--- config.mk ---
export PLATFORM = sky130hd
export DESIGN_NAME = l1_cache_top
export DESIGN_NICKNAME = d
export VERILOG_FILES = /design/src/logic/l1_cache_pkg.sv /design/src/logic/cache_way.sv /design/src/logic/l1_cache_top.sv /design/src/logic/lru_victim_select.sv /design/src/logic/miss_sequencer.sv /design/src/logic/way_hit_merge.sv
export VERILOG_INCLUDE_DIRS = /design/src /design/src/logic
export SDC_FILE = /design/constraint.sdc
export NUM_CORES = 2
export LEC_CHECK = 0
export BUFFER_PORTS_ARGS = -buffer_cell sky130_fd_sc_hd__buf_2
export CAP_MARGIN = 20
export CORE_MARGIN = 8
export CORE_UTILIZATION = 50
export CTS_CLUSTER_DIAMETER = 120
export DETAILED_ROUTE_END_ITERATION = 10
export PLACE_DENSITY = 0.66
export SLEW_MARGIN = 20
export SYNTH_ARGS = -nofsm -noshare
export SYNTH_HDL_FRONTEND = slang
export SYNTH_SLANG_ARGS = --single-unit
--- constraint.sdc ---
create_clock -name clock_i -period 14.3 [get_ports clock_i]
set_clock_uncertainty 0.2 [all_clocks]
set_input_delay 0.715 -clock clock_i [delete_from_list [all_inputs] [get_ports clock_i]]
set_output_delay 0.715 -clock clock_i [all_outputs]
set_load 0.02 [all_outputs]
--- src/logic/l1_cache_settings.svh ---
`ifndef L1_CACHE_SETTINGS_SVH
`define L1_CACHE_SETTINGS_SVH

// address and data sizing
`define L1C_ADDR_W 16       // word address, not byte
`define L1C_DATA_W 32

// cache geometry
// --------------------------------------------------------------------------
`define L1C_OFFSET_BITS 2   // 4 words per block
`define L1C_SET_BITS 3      // 8 sets

// associativity, the lru scheme only covers two ways
`define L1C_WAYS 2

`endif

--- src/logic/l1_cache_pkg.sv ---
`include "l1_cache_settings.svh"

package l1_cache_pkg;

	// derived widths
	localparam int TAG_W = `L1C_ADDR_W - `L1C_SET_BITS - `L1C_OFFSET_BITS;
	localparam int WORDS_PER_BLOCK = 1 << `L1C_OFFSET_BITS;

	typedef logic [TAG_W-1:0]              tag_t;
	typedef logic [`L1C_SET_BITS-1:0]      set_t;
	typedef logic [`L1C_OFFSET_BITS-1:0]   offset_t;
	typedef logic [`L1C_DATA_W-1:0]        data_t;
	typedef logic [$clog2(`L1C_WAYS)-1:0]  way_idx_t;

	// word address split into its fields, tag on top
	typedef struct packed {
		tag_t    tag;
		set_t    set;
		offset_t offset;
	} addr_t;

	// bus payloads
	// ----------------------------------------------------------------------
	typedef struct packed {
		logic  rw;      // 1 = store
		addr_t addr;
		data_t wdata;
	} core_req_t;

	typedef struct packed {
		logic  hit;     // block present at first lookup
		data_t rdata;
	} core_rsp_t;

	typedef struct packed {
		logic  rw;      // 1 = write-back, 0 = fill
		addr_t addr;    // block aligned
	} mem_cmd_t;

	// per way access
	// ----------------------------------------------------------------------
	typedef struct packed {
		set_t    set;
		offset_t offset;
		tag_t    tag;
		data_t   wdata;
		logic    wr_word;
		logic    wr_tag;      // also sets valid
		logic    set_dirty;
		logic    clr_dirty;
	} way_cmd_t;

	typedef struct packed {
		logic  valid;
		logic  dirty;
		tag_t  tag;
		data_t rdata;
	} way_view_t;

	// what the sequencer asks of the ways this cycle
	typedef enum logic [2:0] {
		STG_READ,     // plain read at the request word
		STG_WB,       // read victim word for write-back
		STG_WB_LAST,  // last write-back word, victim goes clean
		STG_FILL,     // write fill word into victim
		STG_RESPOND   // store write on hit way, lru update
	} stage_e;

endpackage

--- src/logic/cache_way.sv ---
`include "l1_cache_settings.svh"

module cache_way (
	input  logic                    clock_i,
	input  logic                    resetn_i,
	input  l1_cache_pkg::way_cmd_t  cmd_i,
	output l1_cache_pkg::way_view_t view_o
);
	import l1_cache_pkg::*;

	localparam int SETS  = 1 << `L1C_SET_BITS;
	localparam int WORDS = SETS * WORDS_PER_BLOCK;

	// ----------------------------------------------------------------------
	// storage
	// ----------------------------------------------------------------------
	tag_t            tag_q [SETS];
	logic [SETS-1:0] valid_q;
	logic [SETS-1:0] dirty_q;
	data_t           data_q [WORDS];

	logic [`L1C_SET_BITS+`L1C_OFFSET_BITS-1:0] word_idx;

	assign word_idx = {cmd_i.set, cmd_i.offset}; // set major, word minor

	// line state flags
	always_ff @(posedge clock_i) begin
		if (!resetn_i) begin
			valid_q <= '0;
			dirty_q <= '0;
		end else begin
			if (cmd_i.wr_tag) begin
				valid_q[cmd_i.set] <= 1'b1;  // tag lands with last fill word
			end
			// store wins over a clear, both never come together
			if (cmd_i.set_dirty) begin
				dirty_q[cmd_i.set] <= 1'b1;
			end else if (cmd_i.clr_dirty) begin
				dirty_q[cmd_i.set] <= 1'b0;
			end
		end
	end

	// tag and data arrays
	always_ff @(posedge clock_i) begin
		if (cmd_i.wr_tag) begin
			tag_q[cmd_i.set] <= cmd_i.tag;
		end
		if (cmd_i.wr_word) begin
			data_q[word_idx] <= cmd_i.wdata;
		end
	end

	// ----------------------------------------------------------------------
	// read side, straight from the current command
	// ----------------------------------------------------------------------
	always_comb begin
		view_o.valid = valid_q[cmd_i.set];
		view_o.dirty = dirty_q[cmd_i.set];
		view_o.tag   = tag_q[cmd_i.set];
		view_o.rdata = data_q[word_idx];  // old word during a write
	end

endmodule

--- src/logic/l1_cache_top.sv ---
`include "l1_cache_settings.svh"

module l1_cache_top (
	input  logic                    clock_i,
	input  logic                    resetn_i,

	input  logic                    core_req_valid_i,
	input  l1_cache_pkg::core_req_t core_req_i,
	output logic                    core_req_ready_o,
	output logic                    core_done_o,
	output l1_cache_pkg::core_rsp_t core_rsp_o,

	output logic                    mem_cmd_valid_o,
	output l1_cache_pkg::mem_cmd_t  mem_cmd_o,
	input  logic                    mem_cmd_ready_i,
	output logic                    mem_wvalid_o,
	output l1_cache_pkg::data_t     mem_wdata_o,
	input  logic                    mem_wready_i,
	input  logic                    mem_rvalid_i,
	input  l1_cache_pkg::data_t     mem_rdata_i,
	output logic                    mem_rready_o
);
	import l1_cache_pkg::*;

	stage_e               stage;
	core_req_t            req;
	offset_t              word;
	data_t                fill_data;
	way_idx_t             resp_way;    // hit way held by the sequencer
	logic                 hit;
	way_idx_t             hit_way;
	data_t                hit_data;
	way_view_t            victim_view;
	way_idx_t             victim_way;
	logic [`L1C_WAYS-1:0] view_valid;
	way_cmd_t             way_cmds [`L1C_WAYS];
	way_view_t            way_views [`L1C_WAYS];

	// ----------------------------------------------------------------------
	// control
	// ----------------------------------------------------------------------
	miss_sequencer u_seq (
		.clock_i, .resetn_i,
		.core_req_valid_i, .core_req_i, .core_req_ready_o, .core_done_o, .core_rsp_o,
		.mem_cmd_valid_o, .mem_cmd_o, .mem_cmd_ready_i,
		.mem_wvalid_o, .mem_wdata_o, .mem_wready_i,
		.mem_rvalid_i, .mem_rdata_i, .mem_rready_o,
		.hit_i(hit), .hit_way_i(hit_way), .hit_data_i(hit_data),
		.victim_view_i(victim_view), .stage_o(stage), .req_o(req), .word_o(word),
		.fill_data_o(fill_data), .hit_way_o(resp_way)
	);

	lru_victim_select u_lru (
		.clock_i, .resetn_i,
		.stage_i(stage), .req_i(req), .word_i(word), .fill_data_i(fill_data),
		.hit_way_i(resp_way), .view_valid_i(view_valid),
		.victim_way_o(victim_way), .way_cmd_o(way_cmds)
	);

	// storage, one instance per way
	for (genvar i = 0; i < `L1C_WAYS; i++) begin : way_gen
		cache_way u_way (
			.clock_i, .resetn_i,
			.cmd_i(way_cmds[i]), .view_o(way_views[i])
		);
		assign view_valid[i] = way_views[i].valid;
	end

	way_hit_merge u_merge (
		.views_i(way_views), .tag_i(req.addr.tag), .victim_way_i(victim_way),
		.hit_o(hit), .hit_way_o(hit_way), .hit_data_o(hit_data),
		.victim_view_o(victim_view)
	);

endmodule

--- src/logic/lru_victim_select.sv ---
`include "l1_cache_settings.svh"

module lru_victim_select (
	input  logic                    clock_i,
	input  logic                    resetn_i,
	input  l1_cache_pkg::stage_e    stage_i,
	input  l1_cache_pkg::core_req_t req_i,
	input  l1_cache_pkg::offset_t   word_i,
	input  l1_cache_pkg::data_t     fill_data_i,
	input  l1_cache_pkg::way_idx_t  hit_way_i,
	input  logic [`L1C_WAYS-1:0]    view_valid_i,
	output l1_cache_pkg::way_idx_t  victim_way_o,
	output l1_cache_pkg::way_cmd_t  way_cmd_o [`L1C_WAYS]
);
	import l1_cache_pkg::*;

	localparam int SETS = 1 << `L1C_SET_BITS;

	logic [SETS-1:0] lru_q;   // per set, number of the lru way
	logic            block_op; // word counter drives the offset
	logic            fill_en;
	logic            store_en;
	logic            last_word;

	assign block_op  = (stage_i == STG_WB) || (stage_i == STG_WB_LAST) || (stage_i == STG_FILL);
	assign fill_en   = (stage_i == STG_FILL);
	assign store_en  = (stage_i == STG_RESPOND) && req_i.rw;
	assign last_word = (word_i == offset_t'(WORDS_PER_BLOCK - 1));

	// lowest invalid way first, else the lru one
	always_comb begin
		victim_way_o = lru_q[req_i.addr.set];
		for (int w = `L1C_WAYS - 1; w >= 0; w--) begin
			if (!view_valid_i[w]) begin
				victim_way_o = way_idx_t'(w);
			end
		end
	end

	// the way just used becomes mru
	always_ff @(posedge clock_i) begin
		if (!resetn_i) begin
			lru_q <= '0;
		end else if (stage_i == STG_RESPOND) begin
			lru_q[req_i.addr.set] <= ~hit_way_i;
		end
	end

	// ----------------------------------------------------------------------
	// per way commands, same address to all, enables steered
	// ----------------------------------------------------------------------
	always_comb begin
		for (int w = 0; w < `L1C_WAYS; w++) begin
			way_cmd_o[w].set    = req_i.addr.set;
			way_cmd_o[w].offset = block_op ? word_i : req_i.addr.offset;
			way_cmd_o[w].tag    = req_i.addr.tag;
			way_cmd_o[w].wdata  = fill_en ? fill_data_i : req_i.wdata;
			way_cmd_o[w].wr_word = (fill_en && victim_way_o == way_idx_t'(w))
				|| (store_en && hit_way_i == way_idx_t'(w));
			way_cmd_o[w].wr_tag = fill_en && last_word && victim_way_o == way_idx_t'(w);
			way_cmd_o[w].set_dirty = store_en && hit_way_i == way_idx_t'(w);
			way_cmd_o[w].clr_dirty = (stage_i == STG_WB_LAST) && victim_way_o == way_idx_t'(w);
		end
	end

endmodule

--- src/logic/miss_sequencer.sv ---
module miss_sequencer (
	input  logic                    clock_i,
	input  logic                    resetn_i,

	// core side
	input  logic                    core_req_valid_i,
	input  l1_cache_pkg::core_req_t core_req_i,
	output logic                    core_req_ready_o,
	output logic                    core_done_o,
	output l1_cache_pkg::core_rsp_t core_rsp_o,

	// memory side
	output logic                    mem_cmd_valid_o,
	output l1_cache_pkg::mem_cmd_t  mem_cmd_o,
	input  logic                    mem_cmd_ready_i,
	output logic                    mem_wvalid_o,
	output l1_cache_pkg::data_t     mem_wdata_o,
	input  logic                    mem_wready_i,
	input  logic                    mem_rvalid_i,
	input  l1_cache_pkg::data_t     mem_rdata_i,
	output logic                    mem_rready_o,

	// way side
	input  logic                    hit_i,
	input  l1_cache_pkg::way_idx_t  hit_way_i,
	input  l1_cache_pkg::data_t     hit_data_i,
	input  l1_cache_pkg::way_view_t victim_view_i,
	output l1_cache_pkg::stage_e    stage_o,
	output l1_cache_pkg::core_req_t req_o,
	output l1_cache_pkg::offset_t   word_o,
	output l1_cache_pkg::data_t     fill_data_o,
	output l1_cache_pkg::way_idx_t  hit_way_o
);
	import l1_cache_pkg::*;

	typedef enum logic [2:0] {
		S_IDLE,
		S_LOOKUP,
		S_WB_CMD,
		S_WB_DATA,
		S_FILL_CMD,
		S_FILL_DATA,
		S_RESPOND
	} state_e;

	state_e    state_q;
	offset_t   word_q;     // word counter for write-back and fill
	logic      missed_q;   // first lookup missed
	core_req_t req_q;
	core_rsp_t rsp_q;
	mem_cmd_t  cmd_q;
	way_idx_t  hit_way_q;
	mem_cmd_t  wb_cmd;
	mem_cmd_t  fill_cmd;
	logic      need_wb;
	logic      last_word;

	assign need_wb   = victim_view_i.valid && victim_view_i.dirty;
	assign last_word = (word_q == offset_t'(WORDS_PER_BLOCK - 1));

	// block addresses, victim's own tag for write-back
	always_comb begin
		wb_cmd.rw            = 1'b1;
		wb_cmd.addr.tag      = victim_view_i.tag;
		wb_cmd.addr.set      = req_q.addr.set;
		wb_cmd.addr.offset   = '0;
		fill_cmd.rw          = 1'b0;
		fill_cmd.addr        = req_q.addr;
		fill_cmd.addr.offset = '0;
	end

	// ----------------------------------------------------------------------
	// FSM
	// ----------------------------------------------------------------------
	always_ff @(posedge clock_i) begin
		if (!resetn_i) begin
			state_q  <= S_IDLE;
			word_q   <= '0;
			missed_q <= 1'b0;
		end else begin
			case (state_q)
				S_IDLE: if (core_req_valid_i) begin
					missed_q <= 1'b0;
					state_q  <= S_LOOKUP;
				end
				S_LOOKUP: if (hit_i) begin
					state_q <= S_RESPOND;
				end else begin
					missed_q <= 1'b1;
					state_q  <= need_wb ? S_WB_CMD : S_FILL_CMD;
				end
				S_WB_CMD: if (mem_cmd_ready_i) begin
					state_q <= S_WB_DATA;
				end
				S_WB_DATA: if (mem_wready_i) begin
					word_q <= word_q + 1'b1;  // wraps to 0 after last
					if (last_word) begin
						state_q <= S_FILL_CMD;
					end
				end
				S_FILL_CMD: if (mem_cmd_ready_i) begin
					state_q <= S_FILL_DATA;
				end
				S_FILL_DATA: if (mem_rvalid_i) begin
					word_q <= word_q + 1'b1;
					if (last_word) begin
						state_q <= S_LOOKUP;  // second lookup hits
					end
				end
				S_RESPOND: state_q <= S_IDLE;
				default: state_q <= S_IDLE;
			endcase
		end
	end

	// request, response and command payload
	always_ff @(posedge clock_i) begin
		if (state_q == S_IDLE && core_req_valid_i) begin
			req_q <= core_req_i;
		end
		if (state_q == S_LOOKUP) begin
			if (hit_i) begin
				hit_way_q   <= hit_way_i;
				rsp_q.hit   <= !missed_q;
				rsp_q.rdata <= req_q.rw ? req_q.wdata : hit_data_i; // store echoes its word
			end else begin
				cmd_q <= need_wb ? wb_cmd : fill_cmd;
			end
		end
		if (state_q == S_WB_DATA && mem_wready_i && last_word) begin
			cmd_q <= fill_cmd;
		end
	end

	// what the ways do this cycle
	always_comb begin
		case (state_q)
			S_WB_CMD:    stage_o = STG_WB;
			S_WB_DATA:   stage_o = (mem_wready_i && last_word) ? STG_WB_LAST : STG_WB;
			S_FILL_DATA: stage_o = mem_rvalid_i ? STG_FILL : STG_READ;
			S_RESPOND:   stage_o = STG_RESPOND;
			default:     stage_o = STG_READ;
		endcase
	end

	// ----------------------------------------------------------------------
	// outputs
	// ----------------------------------------------------------------------
	assign core_req_ready_o = (state_q == S_IDLE);
	assign core_done_o      = (state_q == S_RESPOND);
	assign core_rsp_o       = rsp_q;
	assign mem_cmd_valid_o  = (state_q == S_WB_CMD) || (state_q == S_FILL_CMD);
	assign mem_cmd_o        = cmd_q;
	assign mem_wvalid_o     = (state_q == S_WB_DATA);
	assign mem_wdata_o      = victim_view_i.rdata;  // victim word at counter
	assign mem_rready_o     = (state_q == S_FILL_DATA);
	assign fill_data_o      = mem_rdata_i;
	assign hit_way_o        = hit_way_q;
	assign req_o            = req_q;
	assign word_o           = word_q;

endmodule

--- src/logic/way_hit_merge.sv ---
`include "l1_cache_settings.svh"

module way_hit_merge (
	input  l1_cache_pkg::way_view_t views_i [`L1C_WAYS],
	input  l1_cache_pkg::tag_t      tag_i,
	input  l1_cache_pkg::way_idx_t  victim_way_i,
	output logic                    hit_o,
	output l1_cache_pkg::way_idx_t  hit_way_o,
	output l1_cache_pkg::data_t     hit_data_o,
	output l1_cache_pkg::way_view_t victim_view_o
);
	import l1_cache_pkg::*;

	logic [`L1C_WAYS-1:0] hit_vec;   // one bit per matching way
	logic                 multi_hit; // error, a block sits in two ways

	// tag compare, only valid lines count
	always_comb begin
		for (int w = 0; w < `L1C_WAYS; w++) begin
			hit_vec[w] = views_i[w].valid && (views_i[w].tag == tag_i);
		end
	end

	assign hit_o     = |hit_vec;
	assign multi_hit = !$onehot0(hit_vec);

	// priority encode, lowest way wins
	always_comb begin
		hit_way_o = '0;
		for (int w = `L1C_WAYS - 1; w >= 0; w--) begin
			if (hit_vec[w]) begin
				hit_way_o = way_idx_t'(w);
			end
		end
	end

	// ----------------------------------------------------------------------
	// data muxes
	// ----------------------------------------------------------------------
	assign hit_data_o    = views_i[hit_way_o].rdata; // don't care on a miss
	assign victim_view_o = views_i[victim_way_i];    // feeds write-back

endmodule

==> flow_summary.toml <==
[route]
route.detailed.drc = 0
met3_length_um = 33900
drt_first_pass_iters = 6
vias = 61300
wl_met1_um = 110000
drtIter0Drc = 9641
ant_nets = 0
wl_um = 302000
routed_via_density = 6.83
wl_met2_um = 140000
wl_per_cell_um = 33.6
topRoutingLayerUsed = "met5"

[floorplanning]
rows = 159
pin_count = 174
core-area_um2 = 188000
initial_utilization_pct = 50.3
dieArea_um2 = 203000
dieWidth_um = 451
die_height_um = 451

[layout]
drive_above_1_share_pct = 12.9
nFillCells = 14400
layout_commonest_cell = "edfxtp_1"
nets = 6368
design_area_um2 = 106000
area_growth_pct = 12.5
final_cell_mix = "edfxtp_1 (2321), o21ai_0 (816), o21a_1 (777)"

[critical_path]
cp_max_fo = 142
required_ps = 13390
crit_arrival_ps = 6480
startpoint_type = "flip-flop"
crit_path_end_kind = "output pin"
path_class = "reg2out"

[cts]
cts_tree = "yes"
clkLatencyLatePin_ps = 890
clock-sinks = 2371
cts_buffers = 228
root_buffer = "clkbuf_16"
h-tree-depth = 4
clkTransAtPathRegs_ps = 70
clock_path_buffers = 3
cts_resized = 0

[logic_synthesis]
netlist-cell-type-count = 69
synth.avg_cell_area_um2 = 15.3
yosysWarningCount = 0
yosysSeqAreaShare_pct = 74.8
synthCells = 6171
synth_edf_count = 2321
synthFlopType = "edfxtp_1"
async_reset_ff_share_pct = 0
ys_ff_latch = 2371
netlist_area_um2 = 94500

[pwr]
pwr-share-comb_pct = 10.0
power_switching_w = 0.00374
p_leak_nw = 33.1
p_seq_share_pct = 51.5
clkPwrFrac_pct = 38.5
sw_frac_of_total_pct = 24.7
internal_power_w = 0.0114
irDropWorstVdd_v = 0.000156
power_density_nw_per_um2 = 142
p_total_w = 0.0152

[place]
place_area_um2 = 98700
hpwl_um = 158000
port_buffers = 171
gp_congestion = 0.831

[sta]
period_needed_ps = 7390
rsz0062_at_grt = "no"
maxSlewHeadroom_pct = 20.1
worst_pin_slew_ps = 1200
setup-violations-final = 0
final.period_utilization_pct = 51.7
hold_violations = 0
setup_tns_ps = 0
fmax_ghz = 0.135
slew_violations = 0

[worst_hold_path]
holdCritPathClass = "in2reg"

[outcome]
status = "complete, no violations"

[global_route]
grt_overflow = 0
grt_use_total_pct = 28.5
first_global_vias = 59200
grt_max_degree = 174
grt_pass1_wl_um = 429000
antenna_found_initial = 12

[job]
maxCapViolations = 0
[logic make-up after synthesis]
group / count (synthesis) / share of synthesized area, %
compound gates: 2415 / 16.9
xor+xnor: 22 / 0.204
fa+ha+maj: 1 / 0.0132
buf+inv: 536 / 2.35
flops: 2371 / 74.8
mux: 142 / 2.02
other cells: 1 / 0.00397
simple gates: 683 / 3.71
[per-stage QoR]
stage	setup WS (ps)	utilization, %	hold slack, ps	cells
finish	6910	56.6	79.7	8970
global route	6770	56.6	28.6	8966
CTS	7030	56.6	10.2	8956
detailed placement	7780	52.5	248	8495
global placement	7800	52.5	239	8494
floorplan	8950	-	224	6172
[worst paths after layout]
| path | start | end | slack (ps) | depth (start not counted) |
|---|---|---|---|---|
| worst max-delay path | u_seq.state_q[1] | mem_wdata_o[5] | 6910 | 13 |
| worst min register to register | u_seq.mem_cmd_o[16] | u_seq.mem_cmd_o[16] | 260 | 2 |
| worst min-delay path | core_req_i[24] | u_seq.req_o[24] | 80 | 1 |
| worst max register to register | u_seq.state_q[2] | u_seq.core_rsp_o[5] | 8140 | 12 |
[synth_stat cells, types with 4 or more instances]
library cell  number  area share [%]
a21oi_1          166            0.88
a22o_1            53            0.49
a22oi_1          228             1.8
a311oi_1          10           0.093
a41oi_1          149             1.4
and3_1             5           0.033
buf_1             33            0.13
buf_12             4           0.085
buf_2             55            0.29
buf_4              5           0.040
buf_6              7           0.083
clkbuf_1         425             1.7
dfxtp_1           50             1.1
edfxtp_1        2321              74
inv_1              7           0.028
mux2_2            25            0.30
mux2i_1           83            0.88
mux4_1             9            0.25
mux4_2            24            0.57
nand2_1          181            0.72
nand2b_1           7           0.046
nand3_1            7           0.037
nand4_1           84            0.56
nand4b_1           5           0.046
nor2_1           195            0.77
nor2b_1            5           0.033
nor3_1            11           0.058
nor3b_1            4           0.032
nor4_1            77            0.51
o21a_1           777             6.2
o21ai_0          816             4.3
o21ai_1           32            0.17
o22ai_1           34            0.22
o41ai_1          128             1.2
or2_2              4           0.026
or4_1             64            0.51
or4b_1            11            0.12
xnor2_1           18            0.17
xor2_1             4           0.037
[flip-flops by register name (all words and copies together) (netlist names), named ones only]
register,count
way_gen.u_way.data_q,2048
u_seq.word_o,2
u_seq.missed_q,1
u_seq.hit_way_o,1
u_lru.lru_q,8
u_seq.req_o,49
u_seq.state_q,3
way_gen.u_way.valid_q,16
way_gen.u_way.tag_q,176
u_seq.core_rsp_o,33
u_seq.mem_cmd_o,15
[area by class of cell]
cell class                 count  area (µm²)  share of cell area, %
clock buffer                 283        6000                   5.64
clock inverter               128        1130                   1.06
sequential                  2371       70700                   66.5
inverter                       7        26.3                 0.0247
antenna                       14        35.0                 0.0329
multi-input combinational   3265       22400                   21.1
tap                         2495        3120                   2.93
timing repair buffer         407        2920                   2.74
[what timing repair did]
action,CTS,global route
setup buffers,0,0
endpoints found under the hold margin,60,0
hold buffers,50,0
[worst max-delay path: stages, from the launching register on]
cell      delay [ps]
dfxtp_1          610
and4b_2          290
buf_4            320
nor4b_4          320
buf_4            610
buf_12           500
buf_4            820
o21ai_0          230
a41oi_1          300
nor4_1           170
nand4b_1         230
nor2_1            60
nor2_1           520
buf_2            290
[power groups by stage]
stage	registers, W	clock network [W]	logic, W
CTS	0.00781	0.00587	0.00149
detailed placement	0.00795	0	0.00147
finish	0.00781	0.00583	0.00152
global placement	0.00795	0	0.00146
floorplan	0.00796	0	0.000840
global route	0.00781	0.00611	0.00158
[layer usage]
layer  vias to the layer above  global-route usage, %
met3                       812                   5.49
met2                      4491                   44.7
met5                         -                      0
met4                         4                   14.8
met1                     31000                   38.2
li1                      25000                      -
No activity file was read; power rests on OpenSTA's default activity.
